===== src/design/rv_decode_pkg.sv =====
`default_nettype none

package rv_decode_pkg;

  localparam int XLEN   = 32;
  localparam int REG_AW = 5;

  localparam logic [REG_AW-1:0] ZERO_REG = 5'd0;

  // Major opcodes
  localparam logic [6:0] OPC_OP     = 7'b0110011;
  localparam logic [6:0] OPC_OP_IMM = 7'b0010011;
  localparam logic [6:0] OPC_LOAD   = 7'b0000011;
  localparam logic [6:0] OPC_STORE  = 7'b0100011;
  localparam logic [6:0] OPC_BRANCH = 7'b1100011;
  localparam logic [6:0] OPC_JAL    = 7'b1101111;
  localparam logic [6:0] OPC_JALR   = 7'b1100111;
  localparam logic [6:0] OPC_LUI    = 7'b0110111;
  localparam logic [6:0] OPC_AUIPC  = 7'b0010111;

  // Integer ops, shared by OP and OP_IMM
  localparam logic [2:0] F3_ADD_SUB = 3'b000;
  localparam logic [2:0] F3_SLL     = 3'b001;
  localparam logic [2:0] F3_SLT     = 3'b010;
  localparam logic [2:0] F3_SLTU    = 3'b011;
  localparam logic [2:0] F3_XOR     = 3'b100;
  localparam logic [2:0] F3_SRL_SRA = 3'b101;
  localparam logic [2:0] F3_OR      = 3'b110;
  localparam logic [2:0] F3_AND     = 3'b111;

  // Loads and stores
  localparam logic [2:0] F3_LB  = 3'b000;
  localparam logic [2:0] F3_LH  = 3'b001;
  localparam logic [2:0] F3_LW  = 3'b010;
  localparam logic [2:0] F3_LBU = 3'b100;
  localparam logic [2:0] F3_LHU = 3'b101;
  localparam logic [2:0] F3_SB  = 3'b000;
  localparam logic [2:0] F3_SH  = 3'b001;
  localparam logic [2:0] F3_SW  = 3'b010;

  // Branches
  localparam logic [2:0] F3_BEQ  = 3'b000;
  localparam logic [2:0] F3_BNE  = 3'b001;
  localparam logic [2:0] F3_BLT  = 3'b100;
  localparam logic [2:0] F3_BGE  = 3'b101;
  localparam logic [2:0] F3_BLTU = 3'b110;
  localparam logic [2:0] F3_BGEU = 3'b111;
  localparam logic [2:0] F3_JALR = 3'b000;

  localparam logic [6:0] F7_BASE = 7'h00;
  localparam logic [6:0] F7_ALT  = 7'h20;

  typedef enum logic [4:0] {
    ALU_NOP, ALU_ADD, ALU_SUB, ALU_XOR, ALU_OR, ALU_AND,
    ALU_SLL, ALU_SRL, ALU_SRA, ALU_SLT, ALU_SLTU, ALU_SLTI, ALU_SLTIU,
    ALU_SB, ALU_SH, ALU_SW,
    ALU_LB, ALU_LH, ALU_LW, ALU_LBU, ALU_LHU,
    ALU_JUMP
  } alu_op_e;

  typedef enum logic [3:0] {
    TRAN_NOP, TRAN_BEQ, TRAN_BNE, TRAN_BLT, TRAN_BGE,
    TRAN_BLTU, TRAN_BGEU, TRAN_JAL, TRAN_JALR
  } tran_op_e;

  typedef enum logic [2:0] {
    IMM_NONE, IMM_I, IMM_S, IMM_B, IMM_U, IMM_J
  } imm_fmt_e;

  typedef enum logic [1:0] {
    OP1_ZERO, OP1_RS1, OP1_PC
  } op1_sel_e;

  typedef enum logic [1:0] {
    OP2_ZERO, OP2_RS2, OP2_IMM, OP2_PC
  } op2_sel_e;

  // Same 32-bit word seen through each base format
  typedef union packed {
    struct packed {
      logic [6:0] funct7;
      logic [4:0] rs2;
      logic [4:0] rs1;
      logic [2:0] funct3;
      logic [4:0] rd;
      logic [6:0] opcode;
    } r_fmt;
    struct packed {
      logic [11:0] imm_11_0;
      logic [4:0]  rs1;
      logic [2:0]  funct3;
      logic [4:0]  rd;
      logic [6:0]  opcode;
    } i_fmt;
    struct packed {
      logic [6:0] imm_11_5;
      logic [4:0] rs2;
      logic [4:0] rs1;
      logic [2:0] funct3;
      logic [4:0] imm_4_0;
      logic [6:0] opcode;
    } s_fmt;
    struct packed {
      logic       imm_12;
      logic [5:0] imm_10_5;
      logic [4:0] rs2;
      logic [4:0] rs1;
      logic [2:0] funct3;
      logic [3:0] imm_4_1;
      logic       imm_11;
      logic [6:0] opcode;
    } b_fmt;
    struct packed {
      logic [19:0] imm_31_12;
      logic [4:0]  rd;
      logic [6:0]  opcode;
    } u_fmt;
    struct packed {
      logic       imm_20;
      logic [9:0] imm_10_1;
      logic       imm_11;
      logic [7:0] imm_19_12;
      logic [4:0] rd;
      logic [6:0] opcode;
    } j_fmt;
  } rv_inst_u;

endpackage

`default_nettype wire


===== src/design/decode_reg.sv =====
`timescale 1ns/1ps
`default_nettype none

module decode_reg import rv_decode_pkg::*; (
  input  logic              clk,
  input  logic              rst_n_i,
  input  logic              valid_i,
  input  logic              rena1_i,
  input  logic              rena2_i,
  input  logic [REG_AW-1:0] raddr1_i,
  input  logic [REG_AW-1:0] raddr2_i,
  input  logic              wena_i,
  input  logic [REG_AW-1:0] waddr_i,
  input  alu_op_e           alu_op_i,
  input  logic [XLEN-1:0]   operand1_i,
  input  logic [XLEN-1:0]   operand2_i,
  input  tran_op_e          tran_op_i,
  input  logic [XLEN-1:0]   pc_i,
  input  logic [XLEN-1:0]   imm_i,
  input  logic              rmem_ena_i,
  input  logic              wmem_ena_i,
  input  logic [XLEN-1:0]   wmem_data_i,
  input  logic              wsel_i,
  input  logic              illegal_i,
  output logic              valid_o,
  output logic              rena1_o,
  output logic              rena2_o,
  output logic [REG_AW-1:0] raddr1_o,
  output logic [REG_AW-1:0] raddr2_o,
  output logic              wena_o,
  output logic [REG_AW-1:0] waddr_o,
  output alu_op_e           alu_op_o,
  output logic [XLEN-1:0]   operand1_o,
  output logic [XLEN-1:0]   operand2_o,
  output tran_op_e          tran_op_o,
  output logic [XLEN-1:0]   pc_o,
  output logic [XLEN-1:0]   imm_o,
  output logic              rmem_ena_o,
  output logic              wmem_ena_o,
  output logic [XLEN-1:0]   wmem_data_o,
  output logic              wsel_o,
  output logic              illegal_o
);

  always_ff @(posedge clk) begin
    if (!rst_n_i) begin
      valid_o     <= 1'b0;
      rena1_o     <= 1'b0;
      rena2_o     <= 1'b0;
      wena_o      <= 1'b0;
      raddr1_o    <= ZERO_REG;
      raddr2_o    <= ZERO_REG;
      waddr_o     <= ZERO_REG;
      alu_op_o    <= ALU_NOP;
      tran_op_o   <= TRAN_NOP;
      rmem_ena_o  <= 1'b0;
      wmem_ena_o  <= 1'b0;
      wsel_o      <= 1'b0;
      illegal_o   <= 1'b0;
      operand1_o  <= '0;
      operand2_o  <= '0;
      pc_o        <= '0;
      imm_o       <= '0;
      wmem_data_o <= '0;
    end else begin
      // Bubble when no instruction is presented
      valid_o     <= valid_i;
      rena1_o     <= valid_i & rena1_i;
      rena2_o     <= valid_i & rena2_i;
      wena_o      <= valid_i & wena_i;
      raddr1_o    <= valid_i ? raddr1_i : ZERO_REG;
      raddr2_o    <= valid_i ? raddr2_i : ZERO_REG;
      waddr_o     <= valid_i ? waddr_i : ZERO_REG;
      alu_op_o    <= valid_i ? alu_op_i : ALU_NOP;
      tran_op_o   <= valid_i ? tran_op_i : TRAN_NOP;
      rmem_ena_o  <= valid_i & rmem_ena_i;
      wmem_ena_o  <= valid_i & wmem_ena_i;
      wsel_o      <= valid_i & wsel_i;
      illegal_o   <= valid_i & illegal_i;
      operand1_o  <= operand1_i;
      operand2_o  <= operand2_i;
      pc_o        <= pc_i;
      imm_o       <= imm_i;
      wmem_data_o <= wmem_data_i;
    end
  end

endmodule

`default_nettype wire


===== src/design/decode_top.sv =====
`timescale 1ns/1ps
`default_nettype none

module decode_top import rv_decode_pkg::*; (
  input  logic              clk,
  input  logic              rst_n_i,
  input  logic              valid_i,
  input  rv_inst_u          inst_i,
  input  logic [XLEN-1:0]   pc_i,
  input  logic [XLEN-1:0]   data1_i,
  input  logic [XLEN-1:0]   data2_i,
  output logic              valid_o,
  output logic              rena1_o,
  output logic              rena2_o,
  output logic [REG_AW-1:0] raddr1_o,
  output logic [REG_AW-1:0] raddr2_o,
  output logic              wena_o,
  output logic [REG_AW-1:0] waddr_o,
  output alu_op_e           alu_op_o,
  output logic [XLEN-1:0]   operand1_o,
  output logic [XLEN-1:0]   operand2_o,
  output tran_op_e          tran_op_o,
  output logic [XLEN-1:0]   pc_o,
  output logic [XLEN-1:0]   imm_o,
  output logic              rmem_ena_o,
  output logic              wmem_ena_o,
  output logic [XLEN-1:0]   wmem_data_o,
  output logic              wsel_o,
  output logic              illegal_o
);

  alu_op_e           alu_op;
  tran_op_e          tran_op;
  imm_fmt_e          imm_fmt;
  op1_sel_e          op1_sel;
  op2_sel_e          op2_sel;
  logic              rena1;
  logic              rena2;
  logic              wena;
  logic [REG_AW-1:0] raddr1;
  logic [REG_AW-1:0] raddr2;
  logic [REG_AW-1:0] waddr;
  logic              rmem_ena;
  logic              wmem_ena;
  logic              wsel;
  logic              illegal;
  logic [XLEN-1:0]   imm;
  logic [XLEN-1:0]   operand1;
  logic [XLEN-1:0]   operand2;
  logic [XLEN-1:0]   wmem_data;

  inst_classifier u_classifier (
    .inst_i     (inst_i),
    .alu_op_o   (alu_op),
    .tran_op_o  (tran_op),
    .imm_fmt_o  (imm_fmt),
    .op1_sel_o  (op1_sel),
    .op2_sel_o  (op2_sel),
    .rena1_o    (rena1),
    .rena2_o    (rena2),
    .wena_o     (wena),
    .raddr1_o   (raddr1),
    .raddr2_o   (raddr2),
    .waddr_o    (waddr),
    .rmem_ena_o (rmem_ena),
    .wmem_ena_o (wmem_ena),
    .wsel_o     (wsel),
    .illegal_o  (illegal)
  );

  imm_gen u_imm_gen (
    .inst_i    (inst_i),
    .imm_fmt_i (imm_fmt),
    .imm_o     (imm)
  );

  operand_mux u_operand_mux (
    .op1_sel_i   (op1_sel),
    .op2_sel_i   (op2_sel),
    .wmem_ena_i  (wmem_ena),
    .data1_i     (data1_i),
    .data2_i     (data2_i),
    .pc_i        (pc_i),
    .imm_i       (imm),
    .operand1_o  (operand1),
    .operand2_o  (operand2),
    .wmem_data_o (wmem_data)
  );

  decode_reg u_decode_reg (
    .clk         (clk),
    .rst_n_i     (rst_n_i),
    .valid_i     (valid_i),
    .rena1_i     (rena1),
    .rena2_i     (rena2),
    .raddr1_i    (raddr1),
    .raddr2_i    (raddr2),
    .wena_i      (wena),
    .waddr_i     (waddr),
    .alu_op_i    (alu_op),
    .operand1_i  (operand1),
    .operand2_i  (operand2),
    .tran_op_i   (tran_op),
    .pc_i        (pc_i),
    .imm_i       (imm),
    .rmem_ena_i  (rmem_ena),
    .wmem_ena_i  (wmem_ena),
    .wmem_data_i (wmem_data),
    .wsel_i      (wsel),
    .illegal_i   (illegal),
    .valid_o     (valid_o),
    .rena1_o     (rena1_o),
    .rena2_o     (rena2_o),
    .raddr1_o    (raddr1_o),
    .raddr2_o    (raddr2_o),
    .wena_o      (wena_o),
    .waddr_o     (waddr_o),
    .alu_op_o    (alu_op_o),
    .operand1_o  (operand1_o),
    .operand2_o  (operand2_o),
    .tran_op_o   (tran_op_o),
    .pc_o        (pc_o),
    .imm_o       (imm_o),
    .rmem_ena_o  (rmem_ena_o),
    .wmem_ena_o  (wmem_ena_o),
    .wmem_data_o (wmem_data_o),
    .wsel_o      (wsel_o),
    .illegal_o   (illegal_o)
  );

endmodule

`default_nettype wire


===== src/design/imm_gen.sv =====
`timescale 1ns/1ps
`default_nettype none

module imm_gen import rv_decode_pkg::*; (
  input  rv_inst_u          inst_i,
  input  imm_fmt_e          imm_fmt_i,
  output logic [XLEN-1:0]   imm_o
);

  always_comb begin
    case (imm_fmt_i)
      IMM_I: begin
        imm_o = {{20{inst_i.i_fmt.imm_11_0[11]}}, inst_i.i_fmt.imm_11_0};
      end
      IMM_S: begin
        imm_o = {{20{inst_i.s_fmt.imm_11_5[6]}}, inst_i.s_fmt.imm_11_5,
                 inst_i.s_fmt.imm_4_0};
      end
      IMM_B: begin
        imm_o = {{19{inst_i.b_fmt.imm_12}}, inst_i.b_fmt.imm_12,
                 inst_i.b_fmt.imm_11, inst_i.b_fmt.imm_10_5,
                 inst_i.b_fmt.imm_4_1, 1'b0};
      end
      IMM_U: begin
        // Upper 20 bits, low 12 zero filled
        imm_o = {inst_i.u_fmt.imm_31_12, 12'b0};
      end
      IMM_J: begin
        imm_o = {{11{inst_i.j_fmt.imm_20}}, inst_i.j_fmt.imm_20,
                 inst_i.j_fmt.imm_19_12, inst_i.j_fmt.imm_11,
                 inst_i.j_fmt.imm_10_1, 1'b0};
      end
      default: begin
        imm_o = '0;
      end
    endcase
  end

endmodule

`default_nettype wire


===== src/design/inst_classifier.sv =====
`timescale 1ns/1ps
`default_nettype none

module inst_classifier import rv_decode_pkg::*; (
  input  rv_inst_u          inst_i,
  output alu_op_e           alu_op_o,
  output tran_op_e          tran_op_o,
  output imm_fmt_e          imm_fmt_o,
  output op1_sel_e          op1_sel_o,
  output op2_sel_e          op2_sel_o,
  output logic              rena1_o,
  output logic              rena2_o,
  output logic              wena_o,
  output logic [REG_AW-1:0] raddr1_o,
  output logic [REG_AW-1:0] raddr2_o,
  output logic [REG_AW-1:0] waddr_o,
  output logic              rmem_ena_o,
  output logic              wmem_ena_o,
  output logic              wsel_o,
  output logic              illegal_o
);

  logic [6:0] opcode;
  logic [2:0] funct3;
  logic [6:0] funct7;
  logic       known;
  logic       alt_ok;

  assign opcode = inst_i.r_fmt.opcode;
  assign funct3 = inst_i.r_fmt.funct3;
  assign funct7 = inst_i.r_fmt.funct7;

  // funct7 = 0x20 is only defined for sub and sra/srai
  assign alt_ok = (funct7 == F7_BASE) ||
                  ((funct7 == F7_ALT) && (funct3 == F3_ADD_SUB || funct3 == F3_SRL_SRA));

  always_comb begin
    known      = 1'b0;
    alu_op_o   = ALU_NOP;
    tran_op_o  = TRAN_NOP;
    imm_fmt_o  = IMM_NONE;
    op1_sel_o  = OP1_ZERO;
    op2_sel_o  = OP2_ZERO;
    rena1_o    = 1'b0;
    rena2_o    = 1'b0;
    wena_o     = 1'b0;
    rmem_ena_o = 1'b0;
    wmem_ena_o = 1'b0;
    wsel_o     = 1'b0;
    case (opcode)
      OPC_OP: begin
        known = alt_ok;
        case (funct3)
          F3_ADD_SUB: alu_op_o = (funct7 == F7_ALT) ? ALU_SUB : ALU_ADD;
          F3_SLL:     alu_op_o = ALU_SLL;
          F3_SLT:     alu_op_o = ALU_SLT;
          F3_SLTU:    alu_op_o = ALU_SLTU;
          F3_XOR:     alu_op_o = ALU_XOR;
          F3_SRL_SRA: alu_op_o = (funct7 == F7_ALT) ? ALU_SRA : ALU_SRL;
          F3_OR:      alu_op_o = ALU_OR;
          default:    alu_op_o = ALU_AND;
        endcase
        {rena1_o, rena2_o, wena_o} = 3'b111;
        op1_sel_o = OP1_RS1;
        op2_sel_o = OP2_RS2;
      end
      OPC_OP_IMM: begin
        // Only the shifts carry funct7 in the immediate
        known = (funct3 == F3_SLL) ? (funct7 == F7_BASE) :
                (funct3 == F3_SRL_SRA) ? alt_ok : 1'b1;
        case (funct3)
          F3_ADD_SUB: alu_op_o = ALU_ADD;
          F3_SLL:     alu_op_o = ALU_SLL;
          F3_SLT:     alu_op_o = ALU_SLTI;
          F3_SLTU:    alu_op_o = ALU_SLTIU;
          F3_XOR:     alu_op_o = ALU_XOR;
          F3_SRL_SRA: alu_op_o = (funct7 == F7_ALT) ? ALU_SRA : ALU_SRL;
          F3_OR:      alu_op_o = ALU_OR;
          default:    alu_op_o = ALU_AND;
        endcase
        {rena1_o, wena_o} = 2'b11;
        imm_fmt_o = IMM_I;
        op1_sel_o = OP1_RS1;
        op2_sel_o = OP2_IMM;
      end
      OPC_LOAD: begin
        known = 1'b1;
        case (funct3)
          F3_LB:   alu_op_o = ALU_LB;
          F3_LH:   alu_op_o = ALU_LH;
          F3_LW:   alu_op_o = ALU_LW;
          F3_LBU:  alu_op_o = ALU_LBU;
          F3_LHU:  alu_op_o = ALU_LHU;
          default: known = 1'b0;
        endcase
        {rena1_o, wena_o, rmem_ena_o, wsel_o} = 4'b1111;
        imm_fmt_o = IMM_I;
        op1_sel_o = OP1_RS1;
        op2_sel_o = OP2_IMM;
      end
      OPC_STORE: begin
        known = 1'b1;
        case (funct3)
          F3_SB:   alu_op_o = ALU_SB;
          F3_SH:   alu_op_o = ALU_SH;
          F3_SW:   alu_op_o = ALU_SW;
          default: known = 1'b0;
        endcase
        {rena1_o, rena2_o, wmem_ena_o} = 3'b111;
        imm_fmt_o = IMM_S;
        op1_sel_o = OP1_RS1;
        op2_sel_o = OP2_IMM;
      end
      OPC_BRANCH: begin
        known = 1'b1;
        case (funct3)
          F3_BEQ:  tran_op_o = TRAN_BEQ;
          F3_BNE:  tran_op_o = TRAN_BNE;
          F3_BLT:  tran_op_o = TRAN_BLT;
          F3_BGE:  tran_op_o = TRAN_BGE;
          F3_BLTU: tran_op_o = TRAN_BLTU;
          F3_BGEU: tran_op_o = TRAN_BGEU;
          default: known = 1'b0;
        endcase
        {rena1_o, rena2_o} = 2'b11;
        imm_fmt_o = IMM_B;
        op1_sel_o = OP1_RS1;
        op2_sel_o = OP2_RS2;
      end
      OPC_JAL: begin
        known     = 1'b1;
        alu_op_o  = ALU_JUMP;
        tran_op_o = TRAN_JAL;
        wena_o    = 1'b1;
        imm_fmt_o = IMM_J;
        op2_sel_o = OP2_PC;
      end
      OPC_JALR: begin
        known     = (funct3 == F3_JALR);
        alu_op_o  = ALU_JUMP;
        tran_op_o = TRAN_JALR;
        {rena1_o, wena_o} = 2'b11;
        imm_fmt_o = IMM_I;
        op1_sel_o = OP1_RS1;
        op2_sel_o = OP2_PC;
      end
      OPC_LUI, OPC_AUIPC: begin
        known     = 1'b1;
        alu_op_o  = ALU_ADD;
        wena_o    = 1'b1;
        imm_fmt_o = IMM_U;
        op1_sel_o = (opcode == OPC_AUIPC) ? OP1_PC : OP1_ZERO;
        op2_sel_o = OP2_IMM;
      end
      default: known = 1'b0;
    endcase
    // Unknown word becomes a bubble
    if (!known) begin
      alu_op_o   = ALU_NOP;
      tran_op_o  = TRAN_NOP;
      imm_fmt_o  = IMM_NONE;
      op1_sel_o  = OP1_ZERO;
      op2_sel_o  = OP2_ZERO;
      {rena1_o, rena2_o, wena_o} = 3'b000;
      {rmem_ena_o, wmem_ena_o, wsel_o} = 3'b000;
    end
  end

  assign raddr1_o  = rena1_o ? inst_i.r_fmt.rs1 : ZERO_REG;
  assign raddr2_o  = rena2_o ? inst_i.r_fmt.rs2 : ZERO_REG;
  assign waddr_o   = wena_o  ? inst_i.r_fmt.rd  : ZERO_REG;
  assign illegal_o = !known;

endmodule

`default_nettype wire


===== src/design/operand_mux.sv =====
`timescale 1ns/1ps
`default_nettype none

module operand_mux import rv_decode_pkg::*; (
  input  op1_sel_e          op1_sel_i,
  input  op2_sel_e          op2_sel_i,
  input  logic              wmem_ena_i,
  input  logic [XLEN-1:0]   data1_i,
  input  logic [XLEN-1:0]   data2_i,
  input  logic [XLEN-1:0]   pc_i,
  input  logic [XLEN-1:0]   imm_i,
  output logic [XLEN-1:0]   operand1_o,
  output logic [XLEN-1:0]   operand2_o,
  output logic [XLEN-1:0]   wmem_data_o
);

  always_comb begin
    case (op1_sel_i)
      OP1_RS1: operand1_o = data1_i;
      OP1_PC:  operand1_o = pc_i;
      default: operand1_o = '0;
    endcase
  end

  // Jumps carry pc on operand 2 for the link value
  always_comb begin
    case (op2_sel_i)
      OP2_RS2: operand2_o = data2_i;
      OP2_IMM: operand2_o = imm_i;
      OP2_PC:  operand2_o = pc_i;
      default: operand2_o = '0;
    endcase
  end

  assign wmem_data_o = wmem_ena_i ? data2_i : '0;

endmodule

`default_nettype wire


===== config.mk =====
export PLATFORM = sky130hd
export DESIGN_NAME = decode_top
export DESIGN_NICKNAME = d
export VERILOG_FILES = /design/src/design/rv_decode_pkg.sv /design/src/design/decode_reg.sv /design/src/design/decode_top.sv /design/src/design/imm_gen.sv /design/src/design/inst_classifier.sv /design/src/design/operand_mux.sv
export SDC_FILE = /design/constraint.sdc
export NUM_CORES = 1
export LEC_CHECK = 0
export ABC_CLOCK_PERIOD_IN_PS = 3850
export BUFFER_PORTS_ARGS = -buffer_cell sky130_fd_sc_hd__buf_2
export CAP_MARGIN = 40
export CORE_MARGIN = 1
export CORE_UTILIZATION = 34
export DETAILED_ROUTE_END_ITERATION = 8
export PLACE_DENSITY = 0.7
export SLEW_MARGIN = 20
export SYNTH_ARGS = -nofsm -noshare
export SYNTH_HDL_FRONTEND = slang
export SYNTH_SLANG_ARGS = --single-unit
export TNS_END_PERCENT = 10

===== constraint.sdc =====
create_clock -name clk -period 3.85 [get_ports clk]
set_input_delay 0.385 -clock clk [delete_from_list [all_inputs] [get_ports clk]]
set_output_delay 0.385 -clock clk [all_outputs]
set_load 0.03 [all_outputs]

* Yosys cells after proc, flatten, opt, wreduce, memory -nomap -nowiden *
Cells that the tools add are included.

word-level totals
  register bits = 191
  input bits = 131
  output and inout bits = 192
  logic and storage cells = 108

cells by class
  equal/unequal tests = 27
  multiplexer cells = 35
  bitwise operators = 6
  reduce and logical (&&, ||, !) cells = 23

operators by type and width
  cell                                                  count
  one-hot mux 32 bit (5 select lines)                   1
  one-hot mux 32 bit (3 select lines)                   1
  one-hot mux 5 bit (7 select lines)                    2
  one-hot mux 32 bit (2 select lines)                   1
  one-hot mux 5 bit (6 select lines)                    1
  equality test 7 x 6 -> 1 bit (second input constant)  4
  one-hot mux 5 bit (5 select lines)                    1
  one-hot mux 4 bit (3 select lines)                    2
  equality test 7 bit (second input constant)           3
  equality test 3 bit (second input constant)           6
  one-hot mux 3 bit (6 select lines)                    1
  two-way mux 1 bit                                     15
  one-hot mux 3 bit (5 select lines)                    1
  equality test 7 x 5 -> 1 bit (second input constant)  2
  equality test 3 x 2 -> 1 bit (second input constant)  4
  AND reduction 3 bit                                   4
  OR reduction 3 bit                                    4
  OR reduction 6 bit                                    2
  OR reduction 5 bit                                    2
  two-way mux 2 bit                                     4
  equality test 7 x 2 -> 1 bit (second input constant)  1
  logical NOT 7 bit                                     1
  one-hot mux 1 bit (7 select lines)                    1
  OR reduction 7 bit                                    1
  14 further kinds                                      26

* Longest topological paths before layout *
Gate-level depths: netlist (run 1).

  depth in word-level cells = 11
  mapped depth = 14
  mapped depth without buffers = 9

* Cells and area by module *
A second synthesis (run 1) with hierarchy kept.

unflattened totals
  cell total of the unflattened synthesis = 797
  area total of the unflattened synthesis = 7987.7 sq um

by module, submodules not included
  module           times used  cells an instance  area an instance (sq um)  seq. area each (sq um)
  decode_reg       1           408                5227.5                    3843.7
  operand_mux      1           189                1537.7                    0.0
  inst_classifier  1           134                832.0                     0.0
  imm_gen          1           66                 390.4                     0.0

* Worst setup path before layout (run 1) *
Ideal clock, no wire load.

  kind = input port to flip-flop
  from = input port inst_i[2] in the netlist's numbering
  to = register u_decode_reg.operand1_o[10]
  setup time = 128 ps
  arrival = 2533 ps
  required time = 3722 ps
  slack = 1189 ps
  stages on the path = 14
  buffers on the path = 5
  cell sequence = buf_6 > or2_1 > buf_6 > nor3_4 > a22oi_4 > and2_4 > buf_6 > buf_6 > a21oi_1 > inv_1 > ha_1 > clkbuf_1 > a22oi_1 > nor2_1

on the way
  longest elaborated chain between the ends = 6
  elaborated cells on any way between the ends = 19
  those cells by class = eq/ne: 11; mux: 5; reduce/logical: 3

ends and longest elaborated chain
  item                                                                                      RTL line                RTL
  start: declaration                                                                        decode_top.sv:8         input rv_inst_u inst_i,
  equality test 7 bit, or another cell as far along                                         inst_classifier.sv:50   case (opcode)
  OR reduction 3 bit (no source line), or another cell as far along                         n/a
  one-hot mux 1 bit (7 select lines) or one-hot mux 2 bit (2 select lines) (tied branches)  inst_classifier.sv:50
  two-way mux 2 bit *                                                                       inst_classifier.sv:158  if (!known) begin
  equality test 2 bit or equality test 2 x 1 -> 1 bit (tied branches)                       operand_mux.sv:18       case (op1_sel_i)
  one-hot mux 32 bit (2 select lines) *                                                     operand_mux.sv:18
  end signal: assignment                                                                    decode_reg.sv:80        operand1_o <= operand1_i;
  end: declaration                                                                          decode_reg.sv:33        output logic [XLEN-1:0] operand1_o,

Every way passes the cells marked *; elsewhere a longest branch is shown, timed or not.
A chain may end at the register's enable or synchronous reset.

* Worst setup path after layout (run 1) *
  from = input port inst_i[2] in the netlist's numbering
  to = register u_decode_reg.operand1_o[15]

Same word-level chain as after synthesis.

==> impl_metrics.tcl, run 1 <==
set metrics [dict create \
    synth_fp_nets 814 \
    grt_max_degree 57 \
    grtUsageMet3 0.05881 \
    grt_pass1_vias 6225 \
    grt_pass1_wl_um 38310 \
    initial_core_util 0.3524 \
    syn_to_final_growth_pct 34.22 \
    die-width_um 145.0 \
    synth.cell_area_um2 6948 \
    synth-main-ff-cell "dfxtp_1" \
    crit_slowest_cell "nor3_4" \
    setup_viol 0 \
    nFillCells 1910 \
    coreArea_um2 19720 \
    worstHoldPathType "input pin to register" \
    synth-compound-area-share 0.1673 \
    fin_area_um2 9325 \
    worstHoldEndpoint "u_decode_reg.imm_o[15]" \
    syn_avg_cell_area_um2 10.20 \
    wl_per_cell_um 20.15 \
    status "finished, final reports clean" \
    hold_buffers 0 \
    ys_seq_elements 191 \
    cts_tree "done" \
    placementRows 51 \
    die-area_um2 21010 \
    grt-ovfl-total 0 \
    firstDrtPassIters 5 \
    post_cts_buffers 0 \
    top_usage_layer "met2" \
    cp_data_required_time_ns 4.15 \
    path_clk_slew_ns 0.08 \
    yosys.area_share.simple 0.1880 \
    dp_hpwl_um 19150 \
    vdd_drop_max_mv 0.2761 \
    yosys_warnings 0 \
    routabilityCongestion 0.9156 \
    drt_iter0_drc 451 \
    post_cts_resized 0 \
    slowest_delay_ns 0.46 \
    crit_type "input pin to register" \
    synth.distinct_cells 66 \
    vias 6433 \
    ys_top_cells_by_area "dfxtp_1 (55%), and2_1 (4.6%), mux2i_1 (4.3%)" \
    track_usage 0.2426 \
    max_cap_violations 0 \
    cts.sinks 191 \
    synth_top_family_by_area "simple AND/OR/NAND/NOR gates" \
    pin_count 323 \
    hold_viol 0 \
    antenna_cells 0 \
    floorplan.die.height_um 145.0 \
    critPathCaptureType "register" \
    async_flop_share 0 \
    syn_inst 681 \
    period_minus_slack_ns 2.521 \
    power.leakage_nw 4.433 \
    htreeDepth 4 \
    min_path_cells 2 \
    yosys.area.top_type "dfxtp_1" \
    synth_top_area_share 0.5503 \
    wl_um 25390 \
    fmax_mhz 396.7 \
    use_met1 0.3122 \
    cts_root_buf "clkbuf_16" \
    synth_seq_area_share 0.5503 \
    start_kind "input pin" \
    ant_nets 0 \
    hold_slack_ns 0.1780 \
    use_met2 0.3911 \
    hold_start "inst_i[15]" \
    tightest_slew_ns 0.7011 \
    fin_nets 1115 \
    synthMuxAreaShare 0.04646 \
    path_cells "buf_2 -> or2_1 -> nor3_4 -> a22oi_4 -> and2_4 -> a21oi_1 -> inv_1 -> ha_2 -> a22oi_1 -> nor2_1" \
    drv_slew 0 \
    via_per_inst 5.106 \
    numCtsBuffers 17 \
    yosys.area_share.xor_xnor 0.001261 \
    yosys.area_share.adder 0.003602 \
    drive_gt1_frac 0.3930 \
    synth_edf_count 0 \
    rsz0062_at_grt "no" \
    antenna_found_initial 0 \
    final.period_utilization 0.6547 \
    synthMostInstantiatedCell "dfxtp_1" \
    yosys-top-cells-count "dfxtp_1 (191), nor2_1 (61), and2_1 (51)" \
    powerDensity_nw_per_um2 439.9 \
    slew_headroom 0.5295 \
    place_area_um2 8720 \
    tns_ns 0 \
    drc_errors 0 \
    cp_data_arrival_time_ns 2.83 \
    crit_path_max_fanout 32 \
    port_buffers 322 \
    cts.path.max_buffers 2 \
]
## where the power goes
part / switching, mW / leakage [nW] / total [mW] / internal (mW)
clock: 0.862 / 0.286 / 1.79 / 0.933
sequential: 0.00465 / 1.55 / 2.00 / 1.99
combinational: 0.202 / 2.60 / 0.309 / 0.108
total: 1.07 / 4.43 / 4.10 / 3.03
## sequential cells by signal, summed over array words and instances, names as in the netlist
signal                    count
u_decode_reg.raddr1_o         5
u_decode_reg.wmem_data_o     32
u_decode_reg.valid_o          1
u_decode_reg.tran_op_o        4
u_decode_reg.imm_o           32
u_decode_reg.wmem_ena_o       1
u_decode_reg.operand2_o      32
u_decode_reg.waddr_o          5
u_decode_reg.illegal_o        1
u_decode_reg.pc_o            32
u_decode_reg.alu_op_o         5
u_decode_reg.operand1_o      32
u_decode_reg.rena1_o          1
u_decode_reg.wena_o           1
u_decode_reg.rmem_ena_o       1
u_decode_reg.raddr2_o         5
u_decode_reg.rena2_o          1
## area by class of cell
class | instances | area (um^2) | area share
Multi-Input combinational cell | 430 | 2836 | 0.3042
Clock buffer | 18 | 429.2 | 0.04602
Tap cell | 265 | 331.6 | 0.03556
Sequential cell | 191 | 3824 | 0.4100
Inverter | 9 | 33.78 | 0.003623
Clock inverter | 14 | 176.4 | 0.01892
Timing Repair Buffer | 333 | 1694 | 0.1817
## cells in the final DEF, fill, tap and decap left out, types with 8 or more instances in the layout
cell type,count
nand2_1,29
dfxtp_1,191
buf_2,322
a21oi_1,12
nand2b_1,8
nand3_1,23
mux2i_1,30
clkbuf_16,17
and3_1,42
a22oi_1,33
a22o_1,11
and2_1,51
o22ai_1,13
a21o_1,11
o21ai_0,10
o211ai_1,16
buf_4,11
nor2_1,60
## per-layer routing
metal,vias up,part of all wire
met3,39,0.069
met5,-,0
met4,0,0.028
li1,3018,-
met2,321,0.48
met1,3055,0.43
## stage by stage
step	setup WS (ns)	util	power, mW	cells
6_report	1.329	0.4729	4.103	1260
5_1_grt	1.135	0.4729	4.255	1260
4_1_cts	1.359	0.4729	4.136	1260
3_5_place_dp	0.9351	0.4422	2.352	1228
3_3_place_gp	0.6226	0.4417	2.351	1227
2_1_floorplan	1.189	-	2.197	681
## worst max-delay path: cells and delay by family
| kind | cells | cell delay [ns] |
|---|---|---|
| and+or+nand+nor | 4 | 1.18 |
| buffers and inverters | 2 | 0.22 |
| AOI/OAI and AO/OA | 3 | 0.63 |
| adders and majority gates | 1 | 0.38 |
## logic make-up after synthesis
family                   Yosys count
flip-flops                       191
adder cells (fa/ha/maj)            2
buffers and inverters             60
AO/OA/AOI/OAI                    151
multiplexers                      32
XOR/XNOR                           1
AND/OR/NAND/NOR                  244
## worst max path at each step
stage | startpoint | endpoint | slack [ns] | cells past startpoint
3_3_place_gp | inst_i[14] | u_decode_reg.operand1_o[1] | 0.62 | 10
5_1_grt | inst_i[2] | u_decode_reg.operand1_o[12] | 1.13 | 10
3_5_place_dp | inst_i[2] | u_decode_reg.operand1_o[15] | 0.94 | 10
6_report | inst_i[2] | u_decode_reg.operand1_o[15] | 1.33 | 10
4_1_cts | inst_i[2] | u_decode_reg.operand1_o[15] | 1.36 | 10
2_1_floorplan | inst_i[2] | u_decode_reg.operand1_o[10] | 1.19 | 14
(Power assumes the default switching activity.)
==> run 2, diff against run 1 <==
- ABC_AREA: default -> 1
- ABC_CLOCK_PERIOD_IN_PS: 3850 -> 2060
- PLACE_DENSITY: 0.7 -> 0.73
- clock period: 3.85 -> 2.06 ns (I/O delays scaled with it)
==> run 2 against run 1 <==
Critical path type unchanged. Cell count grew 32%. Die area grew 1.4%. Power grew 89%. Sequential share of layout area shrank 5.8 points. Wire length grew 4.9%.
==> impl_metrics.tcl, run 2 <==
set metrics [dict create \
    track_usage 0.2523 \
    yosys_warnings 0 \
    synth_top_area_share 0.5425 \
    cp_data_required_time_ns 2.43 \
    numCtsBuffers 17 \
    hold_start "data1_i[15]" \
    internal_power_mw 5.754 \
    wl_um 26630 \
    slew_headroom 0.6854 \
    coreArea_um2 20300 \
    ant_nets 0 \
    ys_top_cells_by_area "dfxtp_1 (54%), nand2_1 (16%), inv_1 (7.0%)" \
    grt_max_degree 35 \
    hold_slack_ns 0.009569 \
    cts_tree "done" \
    max_cap_violations 0 \
    worstHoldPathType "input pin to register" \
    crit_type "input pin to register" \
    syn_avg_cell_area_um2 7.579 \
    dp_hpwl_um 19600 \
    crit_path_max_fanout 32 \
    firstDrtPassIters 5 \
    hold_buffers 72 \
    drc_errors 0 \
    mostFrequentLayoutCell "buf_2" \
    slowest_delay_ns 0.38 \
    drive_gt1_frac 0.3539 \
    ys_seq_elements 191 \
    power_frac_comb 0.083 \
    initial_core_util 0.3472 \
    synthMostInstantiatedCell "nand2_1" \
    syn_inst 930 \
    post_cts_buffers 0 \
    status "finished, final reports clean" \
    critPathCaptureType "register" \
    clock_power_share 0.436 \
    start_kind "input pin" \
    path_cells "buf_2 -> nor2_1 -> nand2_1 -> nor2_1 -> buf_4 -> nand2_1 -> nand3_1 -> nand2_2 -> inv_1 -> nor2_4 -> a31oi_4 -> ha_1 -> or2_4 -> a21oi_1" \
    antenna_found_initial 1 \
    grt_pass1_vias 7518 \
    path_clk_slew_ns 0.08 \
    async_flop_share 0 \
    post_cts_resized 0 \
    floorplan.die.height_um 146.0 \
    switchingPower_mw 2.013 \
    vdd_drop_max_mv 0.5472 \
    die-area_um2 21310 \
    period_minus_slack_ns 1.754 \
    swShare 0.2591 \
    final.period_utilization 0.8513 \
    die-width_um 146.0 \
    power.leakage_nw 5.798 \
    wl_per_cell_um 16.01 \
    drv_slew 0 \
    rsz0062_at_grt "no" \
    synth_seq_area_share 0.5425 \
    fmax_mhz 570.3 \
    cts.path.max_buffers 2 \
    cts_root_buf "clkbuf_16" \
    via_per_inst 4.522 \
    fin_nets 1513 \
    drt_iter0_drc 369 \
    yosys.area.top_type "dfxtp_1" \
    synth.distinct_cells 37 \
    setup_viol 0 \
    cts.sinks 191 \
    synth.cell_area_um2 7048 \
    grt_pass1_wl_um 40980 \
    antenna_cells 0 \
    crit_slowest_cell "or2_4" \
    htreeDepth 4 \
    port_buffers 322 \
    tightest_slew_ns 0.4719 \
    synth_fp_nets 1063 \
    grt-ovfl-total 0 \
    startpoint "inst_i[27]" \
    hold_viol 0 \
    synth-main-ff-cell "dfxtp_1" \
    syn_to_final_growth_pct 53.91 \
    mostFrequentLayoutCells "buf_2 (322), nand2_1 (292), dfxtp_1 (191)" \
    synth_edf_count 0 \
    cp_data_arrival_time_ns 2.12 \
    tns_ns 0 \
    vias 7520 \
    seq_power_share 0.481 \
    placementRows 52 \
    powerDensity_nw_per_um2 716.0 \
    power_mw 7.767 \
    routabilityCongestion 0.8510 \
    yosys-top-cells-count "nand2_1 (297), dfxtp_1 (191), inv_1 (131)" \
    pin_count 323 \
]
[run 2: cell count changes after synthesis, sizes merged, moves of 8 or more]
cell,before,now
nand2,29,307
a22o,11,0
mux2i,30,0
and2,52,1
nand2b,8,0
a22oi,34,0
a21oi,14,86
and3,42,0
o211ai,17,2
inv,8,142
o22ai,13,1
nor2,63,106
a21o,11,1
[run 2: worst max-delay path, delay by kind of cell]
family / cells / cell delay, ns
simple gates: 8 / 0.96
buf+inv: 3 / 0.34
compound gates: 2 / 0.33
fa+ha+maj: 1 / 0.25
[run 2: cell type report]
class	count	area, um^2
clock buffer	18	429.2
clock inverter	14	163.9
fill	1920	9452
inverter	143	541.8
multi-input combinational	556	2579
sequential	191	3824
tap	270	337.8
timing repair buffer	471	2973
[run 2: cells by family after synthesis]
| logic type | count (synthesis) | share of synthesized area |
|---|---|---|
| DFF | 191 | 0.5425 |
| AOI/OAI and AO/OA | 113 | 0.08646 |
| adders and majority gates | 2 | 0.003550 |
| buffers and inverters | 183 | 0.1044 |
| and+or+nand+nor | 441 | 0.2631 |
[run 2: worst paths after layout]
kind	to	slack [ns]	depth (start not counted)
min	u_decode_reg.operand1_o[15]	0.01	3
max	u_decode_reg.operand1_o[30]	0.31	14
[run 2: through the flow]
stage | utilization | worst slack (ns) | cells | cell area [um^2]
2_1_floorplan | - | -0.01334 | 930 | 7219
3_3_place_gp | 0.4697 | -0.1216 | 1559 | 9534
3_5_place_dp | 0.4697 | -0.1873 | 1559 | 9534
4_1_cts | 0.5344 | 0.2758 | 1663 | 10850
5_1_grt | 0.5344 | 0.1615 | 1663 | 10850
6_report | 0.5344 | 0.3064 | 1663 | 10850
[run 2: per-layer routing]
| metal | track usage | part of all wire | up-vias |
|---|---|---|---|
| met5 | 0 | 0.00049 | - |
| met3 | 0.05016 | 0.060 | 69 |
| met4 | 0.1120 | 0.036 | 2 |
| li1 | - | - | 3705 |
| met1 | 0.3084 | 0.43 | 3419 |
| met2 | 0.4292 | 0.48 | 325 |
[run 2: power by group through the flow]
stage | Combinational [mW] | Sequential [mW] | Clock (mW)
detailed placement | 0.529 | 3.82 | 0
finish | 0.648 | 3.74 | 3.38
global route | 0.698 | 3.74 | 3.61
global placement | 0.528 | 3.82 | 0
CTS | 0.640 | 3.73 | 3.46
floorplan | 0.152 | 3.90 | 0
==> run 3, diff against run 2 <==
- ABC_AREA: 1 -> 0
- ABC_CLOCK_PERIOD_IN_PS: 2060 -> 1800
- PLACE_DENSITY: 0.73 -> 0.7
- clock period: 2.06 -> 1.8 ns (I/O delays scaled with it)
==> run 3 against run 2 <==
First-iteration DRC count increased by 10%. Power rose by 19%. Non-clock buffer count up 49. Wire length rose by 5.1%. Cell count decreased by 13%. Count of clock-buffer cells in the layout decreased by 1. Die area fell by 1.4%. Largest power group unchanged.
==> impl_metrics.tcl, run 3 (same netlist as run 1, synthesis figures left out) <==
set metrics [dict create \
    status "finished, final reports clean" \
    tightest_slew_ns 0.5017 \
    grt_pass1_wl_um 41790 \
    critPathCaptureType "register" \
    cts_root_buf "clkbuf_16" \
    cp_data_arrival_time_ns 2.04 \
    via_per_inst 5.010 \
    power_mw 9.214 \
    seq_power_share 0.464 \
    ant_nets 0 \
    crit_slowest_cell "or3_2" \
    grt-ovfl-total 0 \
    wl_um 27990 \
    power_frac_comb 0.104 \
    rsz0062_at_grt "no" \
    firstDrtPassIters 5 \
    vias 7249 \
    utilization 0.5675 \
    die-width_um 145.0 \
    hold_viol 0 \
    antenna_found_initial 0 \
    cts_tree "done" \
    placementRows 51 \
    start_kind "input pin" \
    dp_hpwl_um 20410 \
    mostFrequentLayoutCell "buf_2" \
    period_minus_slack_ns 1.725 \
    slowest_delay_ns 0.59 \
    port_buffers 322 \
    crit_family "simple AND/OR/NAND/NOR gates" \
    crit_type "input pin to register" \
    grt_pass1_vias 7208 \
    powerDensity_nw_per_um2 823.4 \
    pin_count 323 \
    max_cap_violations 0 \
    drt_iter0_drc 406 \
    routabilityCongestion 0.9092 \
    path_cells "buf_2 -> nor2b_1 -> and3_1 -> or3_2 -> buf_12 -> mux2i_2 -> buf_4 -> o211ai_1" \
    path_clk_slew_ns 0.08 \
    syn_to_final_growth_pct 61.05 \
    tns_ns 0 \
    power.leakage_nw 5.372 \
    worstHoldPathType "input pin to register" \
    clock_power_share 0.432 \
    crit_path_max_fanout 14 \
    initial_core_util 0.3524 \
    drc_errors 0 \
    wl_per_cell_um 19.34 \
    numCtsBuffers 17 \
    startpoint "inst_i[4]" \
    fin_nets 1302 \
    setup_viol 0 \
    slew_headroom 0.6645 \
    drv_slew 0 \
    final.period_utilization 0.9582 \
    grt_max_degree 37 \
    stdcell_count 1447 \
    swShare 0.2659 \
    internal_power_mw 6.763 \
    die-area_um2 21010 \
    cp_data_required_time_ns 2.12 \
    fmax_mhz 579.8 \
    cts.path.max_buffers 2 \
    coreArea_um2 19720 \
    track_usage 0.2625 \
    floorplan.die.height_um 145.0 \
    antenna_cells 0 \
    vdd_drop_max_mv 0.5591 \
    dp_cells 1316 \
    switchingPower_mw 2.450 \
    drive_gt1_frac 0.4162 \
    worst-path-buf-inv 3 \
    cts.sinks 191 \
    hold_start "pc_i[18]" \
    mostFrequentLayoutCells "buf_2 (322), dfxtp_1 (191), dlygate4sd3_1 (95)" \
    htreeDepth 4 \
]
run 3: cell count changes in the layout (fill, tap and decap cells not counted), moves of 13 or more:
cell           change
nor2_1            -33
and2_1            +50
nand2_1          -263
inv_1            -123
buf_4             +20
nand2_2           -13
o211ai_1          +14
a22oi_1           +33
mux2i_1           +29
dlygate4sd3_1     +23
a21oi_1           -63
and3_1            +42
run 3: layout make-up:
cell class / instances / area, um^2
tap: 265 / 331.6
clock inverter: 15 / 207.7
sequential: 191 / 3824
multi-input combinational: 430 / 2899
timing repair buffer: 520 / 3468
clock buffer: 17 / 425.4
fill: 1674 / 8528
inverter: 9 / 33.78
run 3: worst paths after layout:
path / to / slack, ns / depth (start not counted)
worst max-delay path: u_decode_reg.operand2_o[2] / 0.08 / 8
worst min-delay path: u_decode_reg.pc_o[18] / 0.01 / 2
run 3: what timing repair did:
action,in CTS,in global routing
pin swaps,0,1
setup endpoints to repair,1,75
hold buffers,94,1
gates resized for setup,1,7
setup buffers,0,3
endpoints found under the hold margin,100,1
gates cloned,0,0
run 3: power by group through the flow:
stage,logic [mW],clock network [mW],registers [mW]
finish,0.956,3.98,4.28
global route,1.02,4.23,4.28
CTS,0.937,4.05,4.27
detailed placement,0.769,0,4.37
global placement,0.770,0,4.37
floorplan,0.236,0,4.47
run 3: through the flow:
stage / hold WS (ns) / cell area [um^2] / setup slack [ns]
floorplan: 0.2904 / 7036 / -0.5394
global placement: 0.4115 / 9502 / -0.4411
detailed placement: 0.4217 / 9502 / -0.4918
CTS: 0.0002742 / 11080 / 0.04227
global route: 0.007799 / 11190 / 0.01788
finish: 0.01293 / 11190 / 0.07532
run 3: layer usage:
metal  global-route usage  up-vias  share of wire  wire length [um]
li1                     -     3404              -                 -
met1               0.3302     3421           0.43             12110
met2               0.4413      361           0.48             13460
met3              0.05377       63          0.060              1666
met4              0.09628        0          0.027               750
met5                    0        -              0                 0
